$ cat config.mk
export PLATFORM = sky130hd
export DESIGN_NAME = inst_decode
export DESIGN_NICKNAME = d
export VERILOG_FILES = /design/src/hw/rv_core_pkg.sv /design/src/hw/inst_decode.sv
export SDC_FILE = /design/constraint.sdc
export NUM_CORES = 1
export LEC_CHECK = 0
export BUFFER_PORTS_ARGS = -buffer_cell sky130_fd_sc_hd__buf_2
export CAP_MARGIN = 20
export CORE_AREA = 3 3 195 197
export CTS_CLUSTER_DIAMETER = 100
export CTS_CLUSTER_SIZE = 28
export DETAILED_ROUTE_END_ITERATION = 10
export DIE_AREA = 0 0 198 200
export GPL_TIMING_DRIVEN = 0
export HOLD_SLACK_MARGIN = 0.05
export SLEW_MARGIN = 20
export SYNTH_ARGS = -nofsm -noshare
export SYNTH_HDL_FRONTEND = slang
export SYNTH_SLANG_ARGS = --single-unit
$ cat constraint.sdc
create_clock -name i_clk -period 1.9 [get_ports i_clk]
set_input_delay 0.19 -clock i_clk [delete_from_list [all_inputs] [get_ports i_clk]]
set_output_delay 0.19 -clock i_clk [all_outputs]
set_load 0.05 [all_outputs]
$ cat src/hw/rv_core_pkg.sv
// shared widths, ALU op, branch kind and memory op enums, source selects, opcode constants
`default_nettype none

package rv_core_pkg;

  localparam int XLEN = 64;

  typedef logic [XLEN-1:0] xlen_t;
  typedef logic [31:0]     inst_t;
  typedef logic [4:0]      reg_idx_t;

  typedef enum logic [4:0] {
    ALU_ADD     = 5'b00000,
    ALU_SLL     = 5'b00001,
    ALU_COPYIMM = 5'b00011,
    ALU_XOR     = 5'b00100,
    ALU_SRL     = 5'b00101,
    ALU_OR      = 5'b00110,
    ALU_AND     = 5'b00111,
    ALU_SUB     = 5'b01000,
    ALU_SLTU    = 5'b01010,
    ALU_SRA     = 5'b01101,
    ALU_DIV     = 5'b11011,  // signed, word only
    ALU_MUL     = 5'b11100,
    ALU_REM     = 5'b11101,  // signed, word only
    ALU_EBREAK  = 5'b11110,
    ALU_INVALID = 5'b11111
  } alu_op_e;

  // signed and unsigned compares kept apart
  typedef enum logic [3:0] {
    BR_NONE = 4'd0,
    BR_JAL  = 4'd1,
    BR_JALR = 4'd2,
    BR_EQ   = 4'd3,
    BR_NE   = 4'd4,
    BR_LT   = 4'd5,
    BR_GE   = 4'd6,
    BR_LTU  = 4'd7,
    BR_GEU  = 4'd8
  } branch_e;

  typedef enum logic [2:0] {
    MEM_SB   = 3'b000,
    MEM_UB   = 3'b001,
    MEM_SH   = 3'b010,
    MEM_UH   = 3'b011,
    MEM_SW   = 3'b100,
    MEM_UW   = 3'b101,
    MEM_D    = 3'b110,
    MEM_NONE = 3'b111
  } mem_op_e;

  typedef enum logic {
    ASRC_RS1 = 1'b0,
    ASRC_PC  = 1'b1
  } asrc_e;

  typedef enum logic [1:0] {
    BSRC_RS2    = 2'b00,
    BSRC_IMM    = 2'b01,
    BSRC_CONST4 = 2'b10
  } bsrc_e;

  localparam logic [6:0] OPC_OP        = 7'b0110011;
  localparam logic [6:0] OPC_OP_IMM    = 7'b0010011;
  localparam logic [6:0] OPC_OP_32     = 7'b0111011;
  localparam logic [6:0] OPC_OP_IMM_32 = 7'b0011011;
  localparam logic [6:0] OPC_LOAD      = 7'b0000011;
  localparam logic [6:0] OPC_STORE     = 7'b0100011;
  localparam logic [6:0] OPC_BRANCH    = 7'b1100011;
  localparam logic [6:0] OPC_JAL       = 7'b1101111;
  localparam logic [6:0] OPC_JALR      = 7'b1100111;
  localparam logic [6:0] OPC_LUI       = 7'b0110111;
  localparam logic [6:0] OPC_AUIPC     = 7'b0010111;
  localparam logic [6:0] OPC_SYSTEM    = 7'b1110011;

endpackage

`default_nettype wire

$ cat src/hw/inst_decode.sv
// instruction decoder, immediate generation and stage 1 registers
`timescale 1ns/1ps
`default_nettype none

module inst_decode import rv_core_pkg::*; (
  input  logic     i_clk,
  input  logic     i_rst_n,
  input  logic     i_valid,
  input  inst_t    i_inst,
  input  xlen_t    i_pc,
  input  xlen_t    i_rs1_val,
  input  xlen_t    i_rs2_val,
  output logic     o_valid,
  output alu_op_e  o_alu_op,
  output asrc_e    o_asrc,
  output bsrc_e    o_bsrc,
  output logic     o_word_cut,
  output branch_e  o_branch,
  output xlen_t    o_imm,
  output logic     o_reg_we,
  output reg_idx_t o_rd,
  output logic     o_mem_wr,
  output logic     o_mem_rd,
  output mem_op_e  o_mem_op,
  output xlen_t    o_pc,
  output xlen_t    o_rs1_val,
  output xlen_t    o_rs2_val
);

  logic [6:0] opcode;
  logic [2:0] funct3;
  logic [6:0] funct7;
  xlen_t      imm_i, imm_u, imm_s, imm_b, imm_j;

  alu_op_e dec_alu_op;
  asrc_e   dec_asrc;
  bsrc_e   dec_bsrc;
  logic    dec_word_cut;
  branch_e dec_branch;
  xlen_t   dec_imm;
  logic    dec_reg_we, dec_mem_wr, dec_mem_rd;
  mem_op_e dec_mem_op;

  assign opcode = i_inst[6:0];
  assign funct3 = i_inst[14:12];
  assign funct7 = i_inst[31:25];

  assign imm_i = {{52{i_inst[31]}}, i_inst[31:20]};
  assign imm_u = {{32{i_inst[31]}}, i_inst[31:12], 12'b0};
  assign imm_s = {{52{i_inst[31]}}, i_inst[31:25], i_inst[11:7]};
  assign imm_b = {{52{i_inst[31]}}, i_inst[7], i_inst[30:25], i_inst[11:8], 1'b0};
  assign imm_j = {{44{i_inst[31]}}, i_inst[19:12], i_inst[20], i_inst[30:21], 1'b0};

  always_comb begin
    dec_alu_op   = ALU_INVALID;
    dec_asrc     = ASRC_RS1;
    dec_bsrc     = BSRC_RS2;
    dec_word_cut = 1'b0;
    dec_branch   = BR_NONE;
    dec_imm      = imm_i;
    dec_reg_we   = 1'b0;
    dec_mem_wr   = 1'b0;
    dec_mem_rd   = 1'b0;
    dec_mem_op   = MEM_NONE;
    case (opcode)
      OPC_LUI: begin
        dec_alu_op = ALU_COPYIMM;
        dec_bsrc   = BSRC_IMM;
        dec_imm    = imm_u;
        dec_reg_we = 1'b1;
      end
      OPC_AUIPC: begin
        dec_alu_op = ALU_ADD;
        dec_asrc   = ASRC_PC;
        dec_bsrc   = BSRC_IMM;
        dec_imm    = imm_u;
        dec_reg_we = 1'b1;
      end
      OPC_JAL: begin
        dec_alu_op = ALU_ADD;  // link value pc+4
        dec_asrc   = ASRC_PC;
        dec_bsrc   = BSRC_CONST4;
        dec_imm    = imm_j;
        dec_branch = BR_JAL;
        dec_reg_we = 1'b1;
      end
      OPC_JALR: begin
        if (funct3 == 3'b000) begin
          dec_alu_op = ALU_ADD;
          dec_asrc   = ASRC_PC;
          dec_bsrc   = BSRC_CONST4;
          dec_branch = BR_JALR;
          dec_reg_we = 1'b1;
        end
      end
      OPC_BRANCH: begin
        dec_imm = imm_b;
        case (funct3)
          3'b000:  dec_branch = BR_EQ;
          3'b001:  dec_branch = BR_NE;
          3'b100:  dec_branch = BR_LT;
          3'b101:  dec_branch = BR_GE;
          3'b110:  dec_branch = BR_LTU;
          3'b111:  dec_branch = BR_GEU;
          default: dec_branch = BR_NONE;
        endcase
        if (dec_branch != BR_NONE) dec_alu_op = ALU_SUB;
      end
      OPC_LOAD: begin
        dec_bsrc   = BSRC_IMM;
        dec_mem_rd = 1'b1;
        dec_reg_we = 1'b1;
        case (funct3)
          3'b001:  dec_mem_op = MEM_SH;
          3'b101:  dec_mem_op = MEM_UH;
          3'b010:  dec_mem_op = MEM_SW;
          3'b100:  dec_mem_op = MEM_UB;
          3'b011:  dec_mem_op = MEM_D;
          default: dec_mem_op = MEM_NONE;
        endcase
        if (dec_mem_op != MEM_NONE) dec_alu_op = ALU_ADD;
      end
      OPC_STORE: begin
        dec_bsrc   = BSRC_IMM;
        dec_imm    = imm_s;
        dec_mem_wr = 1'b1;
        case (funct3)
          3'b000:  dec_mem_op = MEM_SB;  // store width only, sign is don't care
          3'b001:  dec_mem_op = MEM_SH;
          3'b010:  dec_mem_op = MEM_SW;
          3'b011:  dec_mem_op = MEM_D;
          default: dec_mem_op = MEM_NONE;
        endcase
        if (dec_mem_op != MEM_NONE) dec_alu_op = ALU_ADD;
      end
      OPC_OP_IMM: begin
        dec_bsrc   = BSRC_IMM;
        dec_reg_we = 1'b1;
        case (funct3)
          3'b000: dec_alu_op = ALU_ADD;
          3'b011: dec_alu_op = ALU_SLTU;
          3'b100: dec_alu_op = ALU_XOR;
          3'b111: dec_alu_op = ALU_AND;
          3'b001: if (funct7[6:1] == 6'b000000) dec_alu_op = ALU_SLL;
          3'b101: begin
            if (funct7[6:1] == 6'b000000) dec_alu_op = ALU_SRL;
            else if (funct7[6:1] == 6'b010000) dec_alu_op = ALU_SRA;
          end
          default: ;
        endcase
      end
      OPC_OP: begin
        dec_reg_we = 1'b1;
        case ({funct7, funct3})
          10'b0000000_000: dec_alu_op = ALU_ADD;
          10'b0100000_000: dec_alu_op = ALU_SUB;
          10'b0000000_110: dec_alu_op = ALU_OR;
          10'b0000001_000: dec_alu_op = ALU_MUL;
          default: ;
        endcase
      end
      OPC_OP_IMM_32: begin
        dec_bsrc     = BSRC_IMM;
        dec_word_cut = 1'b1;
        dec_reg_we   = 1'b1;
        case ({funct7, funct3})
          10'b0000000_001: dec_alu_op = ALU_SLL;
          10'b0000000_101: dec_alu_op = ALU_SRL;
          10'b0100000_101: dec_alu_op = ALU_SRA;
          default: if (funct3 == 3'b000) dec_alu_op = ALU_ADD;  // addiw, funct7 is imm
        endcase
      end
      OPC_OP_32: begin
        dec_word_cut = 1'b1;
        dec_reg_we   = 1'b1;
        case ({funct7, funct3})
          10'b0000000_000: dec_alu_op = ALU_ADD;
          10'b0100000_000: dec_alu_op = ALU_SUB;
          10'b0000000_001: dec_alu_op = ALU_SLL;
          10'b0000000_101: dec_alu_op = ALU_SRL;
          10'b0100000_101: dec_alu_op = ALU_SRA;
          10'b0000001_000: dec_alu_op = ALU_MUL;
          10'b0000001_100: dec_alu_op = ALU_DIV;
          10'b0000001_110: dec_alu_op = ALU_REM;
          default: ;
        endcase
      end
      OPC_SYSTEM: begin
        dec_bsrc = BSRC_IMM;
        if (funct3 == 3'b000 && i_inst[31:20] == 12'd1) dec_alu_op = ALU_EBREAK;
      end
      default: ;
    endcase
    // unmatched encodings never write
    if (dec_alu_op == ALU_INVALID) begin
      dec_reg_we = 1'b0;
      dec_mem_wr = 1'b0;
      dec_mem_rd = 1'b0;
      dec_mem_op = MEM_NONE;
      dec_branch = BR_NONE;
    end
  end

  always_ff @(posedge i_clk or negedge i_rst_n) begin
    if (!i_rst_n) begin
      o_valid  <= 1'b0;
      o_reg_we <= 1'b0;
      o_mem_wr <= 1'b0;
      o_mem_rd <= 1'b0;
    end else begin
      o_valid  <= i_valid;
      o_reg_we <= i_valid & dec_reg_we;
      o_mem_wr <= i_valid & dec_mem_wr;
      o_mem_rd <= i_valid & dec_mem_rd;
    end
  end

  always_ff @(posedge i_clk) begin
    if (i_valid) begin
      o_alu_op   <= dec_alu_op;
      o_asrc     <= dec_asrc;
      o_bsrc     <= dec_bsrc;
      o_word_cut <= dec_word_cut;
      o_branch   <= dec_branch;
      o_imm      <= dec_imm;
      o_rd       <= i_inst[11:7];
      o_mem_op   <= dec_mem_op;
      o_pc       <= i_pc;
      o_rs1_val  <= i_rs1_val;
      o_rs2_val  <= i_rs2_val;
    end
  end

endmodule

`default_nettype wire

==> impl_metrics.env <==
export IMPL_synth_net_count=723
export IMPL_setup_viol=0
export IMPL_ys_seq_area_share_pct=82.57
export IMPL_synth_common_cells="245 x edfxtp_1, 33 x buf_4, 27 x nand2_1, 22 x nor2_1, 14 x inv_1"
export IMPL_wl_met2_um=17440
export IMPL_cpPeakStageDelay_ns=0.44
export IMPL_rows=70
export IMPL_wl_per_cell_um=20.61
export IMPL_grt_max_degree=105
export IMPL_crit_chain="buf_2 > clkbuf_4 > nand4b_1 > or3_4 > a311o_1 > a22oi_2 > nor4b_4 > nor4_4 > nor4b_2"
export IMPL_syn_to_final_growth_pct=64.13
export IMPL_topRoutingLayerUsed="met4"
export IMPL_tightest_slew_ns=0.5815
export IMPL_wl_um=35170
export IMPL_fill_cells=3407
export IMPL_synth_main_ff_cell="edfxtp_1"
export IMPL_cp_arrival_ns=2.22
export IMPL_vias=7332
export IMPL_peakVddDrop_v=0.0006891
export IMPL_fin_area_um2=14820
export IMPL_min_period_ns=1.862
export IMPL_p_per_area_nw_per_um2=889.8
export IMPL_cts_root_buf="clkbuf_16"
export IMPL_hold_end="o_imm[29]"
export IMPL_synth_seq_cells=249
export IMPL_antenna_found_initial=1
export IMPL_grt_usage_pct=16.17
export IMPL_drc=0
export IMPL_hp_start="i_inst[29]"
export IMPL_worstSetupStartpointType="primary input"
export IMPL_holdCritPathClass="primary input to flip-flop"
export IMPL_dp_slack_ns=-0.7057
export IMPL_fp_dieArea_um2=39600
export IMPL_port_buffers=504
export IMPL_nets=1460
export IMPL_dp_cells=1470
export IMPL_synth_async_reset_ratio_pct=1.606
export IMPL_ys_types=59
export IMPL_max_slew_margin_pct=61.24
export IMPL_timing_fmax_mhz=537.0
export IMPL_synth_area_leaders="edfxtp_1 81%, buf_4 2.7%, nand2_1 1.1%"
export IMPL_finalCritPeriodShare_pct=98.01
export IMPL_slew_violations=0
export IMPL_layout_setup_ws_ns=0.03784
export IMPL_cp_slowest_cell="or3_4"
export IMPL_yosysTopAreaCellShare_pct=81.46
export IMPL_drv_cap=0
export IMPL_fp_dieW_um=198
export IMPL_ioPinCount=508
export IMPL_cts_tree="yes"
export IMPL_worstPathMaxFanout=10
export IMPL_final_core_util_pct=40.68
export IMPL_cp_required_ns=2.26
export IMPL_antenna_left=0
export IMPL_clk_path_buf_depth=3
export IMPL_hold_viol=0
export IMPL_syn_area_um2=9031
export IMPL_status="completed"
export IMPL_via_per_inst=4.298
export IMPL_met1_length_um=13340
export IMPL_cts_sinks=249
export IMPL_grt_pass1_wl_um=48110
export IMPL_gp_congestion=0.8520
export IMPL_cp_end_kind="flip-flop"
export IMPL_yosys_warnings=0
export IMPL_initial_core_util_pct=24.79
export IMPL_avgSynthCellArea_um2=18.21
export IMPL_p_total_mw=13.19
export IMPL_drive_gt1_share_pct=47.78
export IMPL_synth_edff_count=245
export IMPL_drt_initial_drc_count=544
export IMPL_worst_setup_path_type="primary input to flip-flop"
export IMPL_first_pass_iters=5
export IMPL_hold_path_cell_count=2
export IMPL_fin_cells=1706
export IMPL_grt_pass1_vias=7371
export IMPL_die_h_um=200
export IMPL_yosys_area_top_type="edfxtp_1"
export IMPL_overflow=0
export IMPL_yosysMostFrequentCell="edfxtp_1"
export IMPL_wl_met3_um=2612
export IMPL_power_leakage_nw=6.273
export IMPL_syn_inst=496
export IMPL_path_clk_slew_ns=0.11
export IMPL_coreArea_um2=36430
export IMPL_cts_buffers=13
export IMPL_cts_htree_levels=1
export IMPL_placed_area_um2=12210
export IMPL_detailed_place_hpwl_um=25330
## logic make-up after synthesis
kind of cell,synth area share (%)
AOI/OAI and AO/OA,5.597
and+or+nand+nor,7.495
xor gates and xnor gates,0.09700
DFF,82.57
buffers and inverters,4.239
## registers in the layout, summed over array words and instances, names as in the netlist
signal / cells
o_asrc: 1
o_rd: 5
o_mem_wr: 1
o_imm: 32
o_word_cut: 1
o_bsrc: 2
o_alu_op: 5
o_branch: 4
o_valid: 1
o_rs1_val: 64
o_rs2_val: 64
o_mem_op: 3
o_reg_we: 1
o_pc: 64
o_mem_rd: 1
## metrics by stage
step | hold WS [ns] | TNS, ns
2_1_floorplan | -0.1056 | -0.4154
3_3_place_gp | -0.003069 | -700.88
3_5_place_dp | -0.00001929 | -13.75
4_1_cts | 0.05238 | 0
5_1_grt | 0.06882 | -0.005350
6_report | 0.09430 | 0
## repair_timing
item	in CTS	in global routing
hold endpoints to repair	219	0
buffers inserted	2	3
hold buffers	212	0
resized for setup	6	12
pin swaps	0	12
setup endpoints to repair	39	5
## worst max-delay path, delay by kind of cell
family	cells	cell delay, ns
buf+inv	2	0.29
compound gates	2	0.55
simple gates	5	1.19
## metal layers
layer | track usage (%) | up-vias
li1 | - | 3349
met5 | 0 | -
met4 | 6.737 | 0
met1 | 20.02 | 3568
met2 | 27.35 | 351
met3 | 3.844 | 64
## area by class of cell
cell class	instances	area, µm²	area share, %
Antenna cell	1	2.502	0.01688
Buffer	47	342.8	2.313
Clock buffer	14	329.1	2.220
Clock inverter	5	77.57	0.5233
Inverter	14	52.55	0.3545
Multi-Input combinational cell	185	1229	8.289
Sequential cell	249	7457	50.31
Tap cell	468	585.6	3.950
Timing Repair Buffer	723	4747	32.02
## power by group
part           switching (mW)  leakage (nW)  internal, mW
Clock                    1.81         0.197          1.44
Combinational            2.41          3.62         0.918
Sequential              0.116          2.45          6.50
## worst max path at each step
stage / start / to / slack (ns) / cells past startpoint
global placement: i_valid / o_reg_we / -3.12 / 3
finish: i_inst[3] / o_mem_rd / 0.04 / 9
global route: i_inst[14] / o_mem_rd / -0.005 / 8
detailed placement: i_inst[3] / o_imm[12] / -0.71 / 9
floorplan: i_inst[5] / o_mem_rd / -0.14 / 8
CTS: i_inst[2] / o_mem_wr / 0.02 / 9
## layout by cell type, fill, tap and decap left out, types with 13 or more instances in the layout
cell type        n
buf_2          506
inv_1           14
nor2_1          22
clkbuf_16       13
edfxtp_1       245
a21o_1          13
dlygate4sd3_1  212
nand2_1         26
o21ai_0         13
buf_4           38
No activity file was read; power rests on OpenSTA's default activity.
