## config.mk

```make
export PLATFORM = sky130hd
export DESIGN_NAME = result_select
export DESIGN_NICKNAME = d
export VERILOG_FILES = /design/src/hw/rv_core_pkg.sv /design/src/hw/result_select.sv
export SDC_FILE = /design/constraint.sdc
export NUM_CORES = 1
export LEC_CHECK = 0
export ABC_AREA = 1
export ABC_CLOCK_PERIOD_IN_PS = 1100
export BUFFER_PORTS_ARGS = -buffer_cell sky130_fd_sc_hd__buf_2
export CAP_MARGIN = 10
export CORE_MARGIN = 2
export CORE_UTILIZATION = 30
export DETAILED_ROUTE_END_ITERATION = 7
export GPL_TIMING_DRIVEN = 0
export SYNTH_ARGS = -nofsm -noshare
export SYNTH_HDL_FRONTEND = slang
export SYNTH_SLANG_ARGS = --single-unit
```

## constraint.sdc

```tcl
create_clock -name i_clk -period 1.1 [get_ports i_clk]
set_clock_uncertainty 0.15 [all_clocks]
set_input_delay 0.11 -clock i_clk [delete_from_list [all_inputs] [get_ports i_clk]]
set_output_delay 0.11 -clock i_clk [all_outputs]
set_load 0.02 [all_outputs]
```

## src/hw/rv_core_pkg.sv

```systemverilog
// shared widths, ALU op, branch kind and memory op enums, source selects, opcode constants
`default_nettype none

package rv_core_pkg;

  localparam int XLEN = 64;

  typedef logic [XLEN-1:0] xlen_t;
  typedef logic [31:0]     inst_t;
  typedef logic [4:0]      reg_idx_t;

  typedef enum logic [4:0] {
    ALU_ADD     = 5'b00000,
    ALU_SLL     = 5'b00001,
    ALU_COPYIMM = 5'b00011,
    ALU_XOR     = 5'b00100,
    ALU_SRL     = 5'b00101,
    ALU_OR      = 5'b00110,
    ALU_AND     = 5'b00111,
    ALU_SUB     = 5'b01000,
    ALU_SLTU    = 5'b01010,
    ALU_SRA     = 5'b01101,
    ALU_DIV     = 5'b11011,  // signed, word only
    ALU_MUL     = 5'b11100,
    ALU_REM     = 5'b11101,  // signed, word only
    ALU_EBREAK  = 5'b11110,
    ALU_INVALID = 5'b11111
  } alu_op_e;

  // signed and unsigned compares kept apart
  typedef enum logic [3:0] {
    BR_NONE = 4'd0,
    BR_JAL  = 4'd1,
    BR_JALR = 4'd2,
    BR_EQ   = 4'd3,
    BR_NE   = 4'd4,
    BR_LT   = 4'd5,
    BR_GE   = 4'd6,
    BR_LTU  = 4'd7,
    BR_GEU  = 4'd8
  } branch_e;

  typedef enum logic [2:0] {
    MEM_SB   = 3'b000,
    MEM_UB   = 3'b001,
    MEM_SH   = 3'b010,
    MEM_UH   = 3'b011,
    MEM_SW   = 3'b100,
    MEM_UW   = 3'b101,
    MEM_D    = 3'b110,
    MEM_NONE = 3'b111
  } mem_op_e;

  typedef enum logic {
    ASRC_RS1 = 1'b0,
    ASRC_PC  = 1'b1
  } asrc_e;

  typedef enum logic [1:0] {
    BSRC_RS2    = 2'b00,
    BSRC_IMM    = 2'b01,
    BSRC_CONST4 = 2'b10
  } bsrc_e;

  localparam logic [6:0] OPC_OP        = 7'b0110011;
  localparam logic [6:0] OPC_OP_IMM    = 7'b0010011;
  localparam logic [6:0] OPC_OP_32     = 7'b0111011;
  localparam logic [6:0] OPC_OP_IMM_32 = 7'b0011011;
  localparam logic [6:0] OPC_LOAD      = 7'b0000011;
  localparam logic [6:0] OPC_STORE     = 7'b0100011;
  localparam logic [6:0] OPC_BRANCH    = 7'b1100011;
  localparam logic [6:0] OPC_JAL       = 7'b1101111;
  localparam logic [6:0] OPC_JALR      = 7'b1100111;
  localparam logic [6:0] OPC_LUI       = 7'b0110111;
  localparam logic [6:0] OPC_AUIPC     = 7'b0010111;
  localparam logic [6:0] OPC_SYSTEM    = 7'b1110011;

endpackage

`default_nettype wire

```

## src/hw/result_select.sv

```systemverilog
// writeback, next pc, memory request and status flags with stage 3 registers
`timescale 1ns/1ps
`default_nettype none

module result_select import rv_core_pkg::*; (
  input  logic     i_clk,
  input  logic     i_rst_n,
  input  logic     i_valid,
  input  xlen_t    i_result,
  input  logic     i_cond,
  input  branch_e  i_branch,
  input  xlen_t    i_pc,
  input  xlen_t    i_imm,
  input  xlen_t    i_rs1_val,
  input  xlen_t    i_rs2_val,
  input  reg_idx_t i_rd,
  input  logic     i_reg_we,
  input  logic     i_mem_wr,
  input  logic     i_mem_rd,
  input  mem_op_e  i_mem_op,
  input  logic     i_ebreak,
  input  logic     i_illegal,
  output logic     o_valid,
  output logic     o_reg_we,
  output reg_idx_t o_rd,
  output xlen_t    o_wb_data,
  output xlen_t    o_next_pc,
  output logic     o_mem_rd,
  output logic     o_mem_wr,
  output xlen_t    o_mem_addr,
  output xlen_t    o_mem_wdata,
  output mem_op_e  o_mem_op,
  output logic     o_ebreak,
  output logic     o_illegal
);

  xlen_t pc_plus4, pc_target, jalr_target, next_pc;

  assign pc_plus4    = i_pc + 64'd4;
  assign pc_target   = i_pc + i_imm;
  assign jalr_target = (i_rs1_val + i_imm) & ~64'd1;

  always_comb begin
    case (i_branch)
      BR_NONE: next_pc = pc_plus4;
      BR_JAL:  next_pc = pc_target;
      BR_JALR: next_pc = jalr_target;
      default: next_pc = i_cond ? pc_target : pc_plus4;  // conditional branches
    endcase
  end

  always_ff @(posedge i_clk or negedge i_rst_n) begin
    if (!i_rst_n) begin
      o_valid   <= 1'b0;
      o_reg_we  <= 1'b0;
      o_mem_rd  <= 1'b0;
      o_mem_wr  <= 1'b0;
      o_mem_op  <= MEM_NONE;
      o_ebreak  <= 1'b0;
      o_illegal <= 1'b0;
    end else begin
      o_valid   <= i_valid;
      o_reg_we  <= i_valid & i_reg_we & (i_rd != 5'd0) & ~i_illegal;  // x0 stays zero
      o_mem_rd  <= i_valid & i_mem_rd;
      o_mem_wr  <= i_valid & i_mem_wr;
      o_mem_op  <= i_valid ? i_mem_op : MEM_NONE;
      o_ebreak  <= i_valid & i_ebreak;
      o_illegal <= i_valid & i_illegal;
    end
  end

  always_ff @(posedge i_clk) begin
    if (i_valid) begin
      o_rd        <= i_rd;
      o_wb_data   <= i_result;  // already pc+4 for jumps
      o_next_pc   <= next_pc;
      o_mem_addr  <= i_result;
      o_mem_wdata <= i_rs2_val;
    end
  end

endmodule

`default_nettype wire

```

==> results of run 1 <==
## cell families after synthesis
| logic type | count (synthesis) |
|---|---|
| AOI/OAI and AO/OA | 301 |
| xor gates and xnor gates | 77 |
| adders and majority gates | 128 |
| buffers and inverters | 779 |
| DFF | 206 |
| and+or+nand+nor | 2195 |
## flip-flops by register name, summed over array words and instances, names as in the netlist
name / cells
o_valid: 1
o_illegal: 1
o_mem_wdata: 64
o_reg_we: 1
o_rd: 5
o_mem_wr: 1
o_mem_addr: 64
o_next_pc: 64
o_mem_rd: 1
o_mem_op: 3
o_ebreak: 1
## repair_timing
action                     in CTS  in global routing
setup buffers                 155                 70
hold buffers                  146                  2
setup endpoints to repair     418                426
resized for setup            1141                528
pin swaps                     277                297
hold endpoints to repair      210                 57
gates cloned                    0                  0
## area by class of cell
cell class              instances  area, µm²  share of cell area (%)
clock inverters                14        206                   0.535
well taps                     959       1200                    3.11
inverters                     676       2560                    6.63
diodes                          6       15.0                  0.0389
multi-input cells            2701      18700                    48.5
plain buffers                 103        961                    2.49
clock buffers                  30        644                    1.67
flip-flops and latches        206       6140                    15.9
repair buffers                981       8140                    21.1
## critical path, stage by stage
cell	delay, ns
buf_8	0.08
ha_4	0.13
inv_2	0.03
fa_2	0.41
nor2_2	0.12
nand2_1	0.06
nand3b_1	0.20
nand2_1	0.10
nand2_2	0.11
nand2_2	0.07
nand2_4	0.15
buf_6	0.13
nand2_4	0.05
nand2_1	0.06
nand2_1	0.06
nand3_1	0.07
nand2_1	0.07
nor2_1	0.08
nand2_1	0.06
## final timing paths
kind	from	to	slack [ns]	cells past startpoint
max in group asynchronous	i_rst_n	o_mem_rd	0.19	3
min in group asynchronous	i_rst_n	o_illegal	0.38	3
worst max-delay path	i_imm[0]	o_next_pc[62]	-0.89	19
worst min-delay path	i_pc[1]	o_next_pc[1]	-0.22	3
## stage by stage
stage          power, W  utilization [%]  setup WS, ns  setup TNS [ns]
3_5_place_dp     0.0230             38.9         -1.85         -174.17
3_3_place_gp     0.0230             38.8         -3.29         -726.99
2_1_floorplan    0.0175                -        -0.908          -42.65
6_report         0.0377             52.7        -0.889         -136.51
4_1_cts          0.0357             49.4        -0.881         -133.88
5_1_grt          0.0391             52.7         -1.01         -154.33
## routing by layer
metal	global-route usage, %	part of all wire, %	up-vias
li1	-	-	13500
met1	37.9	38	13500
met2	56.7	48	1287
met3	3.79	6.3	342
met4	18.6	6.9	6
met5	0	0.033	-
## where the power goes
group,switching [W],internal (W)
clock network,0.00360,0.00534
logic,0.0111,0.00766
registers,0.000443,0.00951
## placed cells by master, fill, tap and decap left out, types with 15 or more instances in the layout
cell | Yosys | routed
a21oi_1 | 175 | 114
a21oi_2 | 0 | 43
a21oi_4 | 0 | 18
buf_12 | 0 | 18
buf_2 | 0 | 362
buf_4 | 64 | 194
buf_6 | 0 | 305
clkbuf_1 | 35 | 21
clkbuf_16 | 0 | 27
dlygate4sd3_1 | 0 | 148
edfxtp_1 | 197 | 197
ha_4 | 0 | 117
inv_1 | 674 | 612
inv_2 | 2 | 56
nand2_1 | 1462 | 1063
nand2_2 | 3 | 288
nand2_4 | 0 | 107
nand3_1 | 182 | 94
nand3_2 | 4 | 66
nand3_4 | 0 | 26
nand3b_1 | 23 | 23
nand4_1 | 45 | 45
nor2_1 | 366 | 210
nor2_2 | 4 | 85
nor2_4 | 4 | 79
nor3_1 | 41 | 15
nor3_2 | 6 | 20
o21ai_0 | 78 | 32
o21ai_1 | 3 | 18
o21ai_2 | 0 | 29
or2_2 | 25 | 18
xor2_1 | 59 | 34
xor2_4 | 0 | 18
==> impl_metrics.xml, run 1 <==
<?xml version="1.0" encoding="UTF-8"?>
<metrics>
  <group name="sta">
    <metric name="worst_hold_slack" unit="ns">-0.221</metric>
    <metric name="grt_setup_unrepaired" unit="">true</metric>
    <metric name="setup_ws_final" unit="ns">-0.889</metric>
    <metric name="max_clk_rate" unit="MHz">503</metric>
    <metric name="number_of_endpoints_failing_setup_at_the_final_stage" unit="">412</metric>
    <metric name="timing.slew.headroom" unit="%">40.1</metric>
    <metric name="timing_max_transition_violations_final" unit="">0</metric>
    <metric name="final_min_period_over_clock_period" unit="%">181</metric>
    <metric name="hold_viol_final" unit="">55</metric>
    <metric name="period_needed" unit="ns">1.99</metric>
    <metric name="max_slew.worst_pin.slew" unit="ns">0.898</metric>
  </group>
  <group name="status">
    <metric name="violations" unit="">hold timing, setup timing</metric>
    <metric name="outcome" unit="">complete, but fails checks</metric>
  </group>
  <group name="setup_path">
    <metric name="endpoint_arrival_time_on_the_critical_path" unit="ns">2.15</metric>
    <metric name="worst-path-max-fanout" unit="">4</metric>
    <metric name="worst-setup-path-type" unit="">input port to register</metric>
    <metric name="worst_setup_path_end_kind" unit="">register</metric>
    <metric name="crit_required" unit="ns">1.27</metric>
    <metric name="critical_path.startpoint_type" unit="">input port</metric>
  </group>
  <group name="synth">
    <metric name="post_synth_and_or_nand_nor_area_fraction" unit="%">40.4</metric>
    <metric name="synth_top_cell_area_share" unit="%">26.6</metric>
    <metric name="postSynthNetCount" unit="">4155</metric>
    <metric name="synth-main-ff-cell" unit="">edfxtp_1</metric>
    <metric name="synth_async_sr_flop_share" unit="%">4.37</metric>
    <metric name="synth_seq_area_share" unit="%">27.6</metric>
    <metric name="synth.mux.area_fraction" unit="%">0</metric>
    <metric name="ys_seq_elements" unit="">206</metric>
    <metric name="synth_enable_flop_cells" unit="">197</metric>
    <metric name="synth_area_leaders" unit="">edfxtp_1 27%, nand2_1 25%, inv_1 11%, ha_1 7.1%, nor2_1 6.2%</metric>
    <metric name="yosysWarnings" unit="">0</metric>
    <metric name="average_footprint_of_a_synthesized_cell" unit="µm²">6.04</metric>
    <metric name="count_of_unique_library_cells_instantiated_by_yosys" unit="">44</metric>
    <metric name="synth_top_family_by_area" unit="">simple AND/OR/NAND/NOR gates</metric>
    <metric name="yosysTopAreaCell" unit="">edfxtp_1</metric>
    <metric name="post-synth-top-count-cell" unit="">nand2_1</metric>
    <metric name="synth_cells" unit="">3686</metric>
    <metric name="synth.cells.most_frequent" unit="">1462 x nand2_1, 674 x inv_1, 366 x nor2_1, 197 x edfxtp_1, 182 x nand3_1</metric>
    <metric name="synth_xor_area_share" unit="%">3.03</metric>
    <metric name="synthAdderAreaFrac" unit="%">7.26</metric>
    <metric name="synth.cell_area" unit="mm²">0.0223</metric>
    <metric name="post_synthesis_compound_gate_area_fraction" unit="%">7.39</metric>
  </group>
  <group name="clocking">
    <metric name="worst_case_clock_buffer_depth" unit="">3</metric>
    <metric name="cts_made_buffers" unit="">25</metric>
    <metric name="cts_sinks" unit="">206</metric>
    <metric name="cts_tree" unit="">built</metric>
    <metric name="htree_num_levels" unit="">1</metric>
    <metric name="root_buffer" unit="">clkbuf_16</metric>
    <metric name="clk_pin_slew_worst_paths" unit="ns">0.08</metric>
  </group>
  <group name="route">
    <metric name="antenna_violating_nets_post_route" unit="">0</metric>
    <metric name="drt_drc_violations_left" unit="">0</metric>
    <metric name="viasPerCell" unit="">5.04</metric>
    <metric name="routed-via-count" unit="">28600</metric>
    <metric name="drt_iter0_drc" unit="">2229</metric>
    <metric name="avgRoutedWirePerCell" unit="µm">23.2</metric>
    <metric name="totalWireLength" unit="µm">132000</metric>
    <metric name="drt_pass1_iterations" unit="">5</metric>
  </group>
  <group name="cells_and_area">
    <metric name="n_fill_cell" unit="">6955</metric>
    <metric name="final_layout_size_suffix_gt1_share" unit="%">42.5</metric>
    <metric name="post-route-cell-area" unit="mm²">0.0386</metric>
    <metric name="finalNonFillerCells" unit="">5676</metric>
    <metric name="syn_to_layout_area_delta" unit="%">73.4</metric>
    <metric name="design.final.nets" unit="">5163</metric>
  </group>
  <group name="floorplan">
    <metric name="start_util" unit="%">30.4</metric>
    <metric name="std_cell_rows" unit="">99</metric>
    <metric name="design.die.area" unit="mm²">0.0764</metric>
    <metric name="floorplan.io_pins" unit="">611</metric>
    <metric name="floorplan.core_area" unit="mm²">0.0732</metric>
    <metric name="die-height" unit="µm">276</metric>
    <metric name="die-width" unit="µm">276</metric>
  </group>
  <group name="global_route">
    <metric name="grt_overflow" unit="">0</metric>
    <metric name="grt_antenna_before_repair" unit="">10</metric>
    <metric name="largest_net_degree_at_the_start_of_global_routing" unit="">85</metric>
    <metric name="global_route_usage_over_all_layers" unit="%">32.3</metric>
    <metric name="grt_pass1_wl" unit="µm">180000</metric>
    <metric name="first_global_vias" unit="">27000</metric>
  </group>
  <group name="placement">
    <metric name="dp_hpwl" unit="µm">108000</metric>
    <metric name="placedCellCount" unit="">5256</metric>
    <metric name="gp_routability_congestion" unit="">1.03</metric>
    <metric name="io_buffers" unit="">609</metric>
    <metric name="placement.cell_area" unit="mm²">0.0284</metric>
  </group>
  <group name="worst_hold_path">
    <metric name="min_path_type" unit="">input port to register</metric>
  </group>
  <group name="power">
    <metric name="power_density" unit="mW/mm²">976</metric>
    <metric name="vdd_drop_max" unit="mV">0.932</metric>
    <metric name="power_leakage" unit="nW">18.7</metric>
  </group>
  <group name="run">
    <metric name="max-cap-violations" unit="">0</metric>
  </group>
</metrics>
Note: power is estimated with default switching activity, not from simulation.
==> inputs of run 2 (changes only) <==
--- a/config.mk
+++ b/config.mk
@@ -9,10 +9,10 @@
 export ABC_CLOCK_PERIOD_IN_PS = 1100
 export BUFFER_PORTS_ARGS = -buffer_cell sky130_fd_sc_hd__buf_2
 export CAP_MARGIN = 10
+export CORE_ASPECT_RATIO = 1.4
 export CORE_MARGIN = 2
 export CORE_UTILIZATION = 30
 export DETAILED_ROUTE_END_ITERATION = 7
-export GPL_TIMING_DRIVEN = 0
 export SYNTH_ARGS = -nofsm -noshare
 export SYNTH_HDL_FRONTEND = slang
 export SYNTH_SLANG_ARGS = --single-unit
==> run 2 against run 1 <==
  * The run still ends with hold timing, setup timing left
  * Final area is 12% higher
  * Clock power is 8.5% lower
  * Sequential power is 4% higher
  * Count of clock-buffer cells in the layout is 1 lower
  * First-iteration DRC count is 3.1% lower
  * Core utilization is 6.2 points higher
  * Maximum frequency is 7.1% higher
  * Critical path depth is 2 lower
  * Die area hardly changed
  * Non-clock buffer count is 521 higher
  * Highest routed layer unchanged
==> impl_metrics.xml, run 2 (same netlist as run 1, synthesis figures left out) <==
<?xml version="1.0" encoding="UTF-8"?>
<metrics>
  <group name="sta">
    <metric name="max_clk_rate" unit="MHz">539</metric>
    <metric name="max_slew.worst_pin.slew" unit="ns">0.549</metric>
    <metric name="finalSetupTns" unit="ns">-139.02</metric>
    <metric name="grt_setup_unrepaired" unit="">true</metric>
    <metric name="setup_ws_final" unit="ns">-0.757</metric>
    <metric name="number_of_endpoints_failing_setup_at_the_final_stage" unit="">336</metric>
    <metric name="period_needed" unit="ns">1.86</metric>
    <metric name="worst_hold_slack" unit="ns">-0.0138</metric>
    <metric name="timing_max_transition_violations_final" unit="">0</metric>
    <metric name="hold_viol_final" unit="">1</metric>
    <metric name="final_min_period_over_clock_period" unit="%">169</metric>
    <metric name="timing.slew.headroom" unit="%">63.4</metric>
  </group>
  <group name="floorplan">
    <metric name="die-height" unit="µm">326</metric>
    <metric name="floorplan.io_pins" unit="">611</metric>
    <metric name="die-width" unit="µm">234</metric>
    <metric name="std_cell_rows" unit="">118</metric>
    <metric name="floorplan.core_area" unit="mm²">0.0737</metric>
    <metric name="start_util" unit="%">30.2</metric>
    <metric name="design.die.area" unit="mm²">0.0764</metric>
  </group>
  <group name="cells_and_area">
    <metric name="layout_common_cells" unit="">932 x nand2_1, 690 x buf_4, 572 x inv_1</metric>
    <metric name="reg.largest.list" unit="">o_mem_addr (64), o_mem_wdata (64), o_next_pc (64)</metric>
    <metric name="finalNonFillerCells" unit="">6196</metric>
    <metric name="final_layout_size_suffix_gt1_share" unit="%">51.9</metric>
    <metric name="syn_to_layout_area_delta" unit="%">94.9</metric>
    <metric name="design.final.nets" unit="">5683</metric>
    <metric name="post-route-cell-area" unit="mm²">0.0434</metric>
    <metric name="final_common_cell" unit="">nand2_1</metric>
  </group>
  <group name="placement">
    <metric name="placement.cell_area" unit="mm²">0.0335</metric>
    <metric name="placement.setup.worst_slack" unit="ns">-1.61</metric>
    <metric name="io_buffers" unit="">610</metric>
    <metric name="placedCellCount" unit="">5882</metric>
    <metric name="gp_routability_congestion" unit="">1.04</metric>
    <metric name="dp_hpwl" unit="µm">120000</metric>
  </group>
  <group name="setup_path">
    <metric name="endpoint_arrival_time_on_the_critical_path" unit="ns">2.04</metric>
    <metric name="worst-setup-path-type" unit="">input port to register</metric>
    <metric name="critical_path.startpoint_type" unit="">input port</metric>
    <metric name="setup.worst_path.start" unit="">i_imm[0]</metric>
    <metric name="crit_required" unit="ns">1.28</metric>
    <metric name="worst-path-max-fanout" unit="">3</metric>
    <metric name="worst_setup_path_end_kind" unit="">register</metric>
  </group>
  <group name="power">
    <metric name="report.power.total" unit="W">0.0390</metric>
    <metric name="vdd_drop_max" unit="mV">1.16</metric>
    <metric name="sequentialPowerShare" unit="%">26.6</metric>
    <metric name="p_int" unit="W">0.0228</metric>
    <metric name="share_clk_of_total_power" unit="%">21.0</metric>
    <metric name="part_of_the_total_power_dissipated_in_combinational_logic" unit="%">52.4</metric>
    <metric name="power_density" unit="mW/mm²">899</metric>
    <metric name="p_sw_share" unit="%">41.4</metric>
    <metric name="power_leakage" unit="nW">21.7</metric>
    <metric name="p_sw" unit="W">0.0161</metric>
  </group>
  <group name="clocking">
    <metric name="htree_num_levels" unit="">1</metric>
    <metric name="cts_tree" unit="">built</metric>
    <metric name="root_buffer" unit="">clkbuf_16</metric>
    <metric name="cts_made_buffers" unit="">24</metric>
    <metric name="worst_case_clock_buffer_depth" unit="">3</metric>
    <metric name="clk_pin_slew_worst_paths" unit="ns">0.06</metric>
    <metric name="cts_sinks" unit="">206</metric>
  </group>
  <group name="global_route">
    <metric name="grt_overflow" unit="">0</metric>
    <metric name="first_global_vias" unit="">30300</metric>
    <metric name="largest_net_degree_at_the_start_of_global_routing" unit="">32</metric>
    <metric name="grt_antenna_before_repair" unit="">7</metric>
    <metric name="grt_pass1_wl" unit="µm">199000</metric>
    <metric name="global_route_usage_over_all_layers" unit="%">36.6</metric>
  </group>
  <group name="status">
    <metric name="outcome" unit="">complete, but fails checks</metric>
    <metric name="violations" unit="">hold timing, setup timing</metric>
  </group>
  <group name="route">
    <metric name="drt_pass1_iterations" unit="">6</metric>
    <metric name="routed-via-count" unit="">30800</metric>
    <metric name="drt_iter0_drc" unit="">2159</metric>
    <metric name="totalWireLength" unit="µm">147000</metric>
    <metric name="drt_drc_violations_left" unit="">0</metric>
    <metric name="antenna_violating_nets_post_route" unit="">0</metric>
    <metric name="avgRoutedWirePerCell" unit="µm">23.7</metric>
    <metric name="viasPerCell" unit="">4.97</metric>
  </group>
  <group name="worst_hold_path">
    <metric name="min_path_type" unit="">input port to register</metric>
    <metric name="min_delay_src" unit="">i_imm[63]</metric>
  </group>
  <group name="run">
    <metric name="max-cap-violations" unit="">0</metric>
  </group>
</metrics>
## run 2: changes by cell type in the layout (fill, tap and decap cells not counted), moves of 16 or more
cell      delta
inv_1       -40
buf_6       +37
nand2_2     +84
nand2_1    -131
nand2_4     +42
buf_12      +23
nor2_4      +32
inv_2       +37
nor2_1      -26
clkbuf_1    -16
buf_4      +496
## run 2: worst paths after layout
kind | end | slack [ns] | cells past startpoint
max in group asynchronous | o_ebreak | 0.18 | 3
max | o_next_pc[54] | -0.76 | 17
min | o_next_pc[63] | -0.01 | 7
min in group asynchronous | o_reg_we | 0.36 | 3
## run 2: through the flow
stage / utilization, % / hold slack (ns)
final: 58.9 / -0.0138
after floorplan: - / -0.336
after global placement: 45.5 / -0.177
after global routing: 58.9 / 0.0231
after detailed placement: 45.5 / -0.170
after CTS: 55.8 / -0.239
## run 2: area by class of cell
| cell class | count | area (µm²) |
|---|---|---|
| multi-input combinational | 2701 | 19300 |
| inverter | 676 | 2570 |
| clock inverter | 13 | 116 |
| clock buffer | 29 | 619 |
| tap | 960 | 1200 |
| antenna | 6 | 15.0 |
| timing repair buffer | 1605 | 13500 |
| fill | 6642 | 30300 |
| sequential | 206 | 6140 |
## run 2: power by group through the flow
stage	combinational, W	sequential [W]	clock [W]
after floorplan	0.00668	0.0109	0
after global routing	0.0215	0.0103	0.00848
after detailed placement	0.0150	0.0103	0
final	0.0204	0.0104	0.00818
after global placement	0.0149	0.0104	0
after CTS	0.0187	0.0103	0.00822
## run 2: timing repair
item | in CTS | in global routing
pin swaps | 444 | 410
hold endpoints to repair | 350 | 1
buffers inserted | 65 | 57
setup endpoints to repair | 334 | 487
hold buffers | 163 | 1
gates resized for setup | 1435 | 509
## run 2: worst max-delay path, cell delays in order
cell	delay (ns)
buf_8	0.09
buf_12	0.09
nand2_4	0.04
fa_2	0.35
inv_2	0.08
nand3_4	0.07
nand2_4	0.07
nand2_1	0.07
nand2_2	0.14
nand2_1	0.08
nand3b_1	0.23
buf_4	0.16
nand3_1	0.08
a21oi_1	0.15
nor2_1	0.07
nor2_1	0.09
nand2_1	0.06
## run 2: metal layers
metal	share of wire, %	vias up	global-route usage (%)	routed length [µm]
met4	10	2	31.0	15200
met5	0.013	-	0	19
met2	49	1386	64.4	71800
li1	-	14500	-	-
met1	35	14400	38.4	51000
met3	5.9	462	4.32	8580
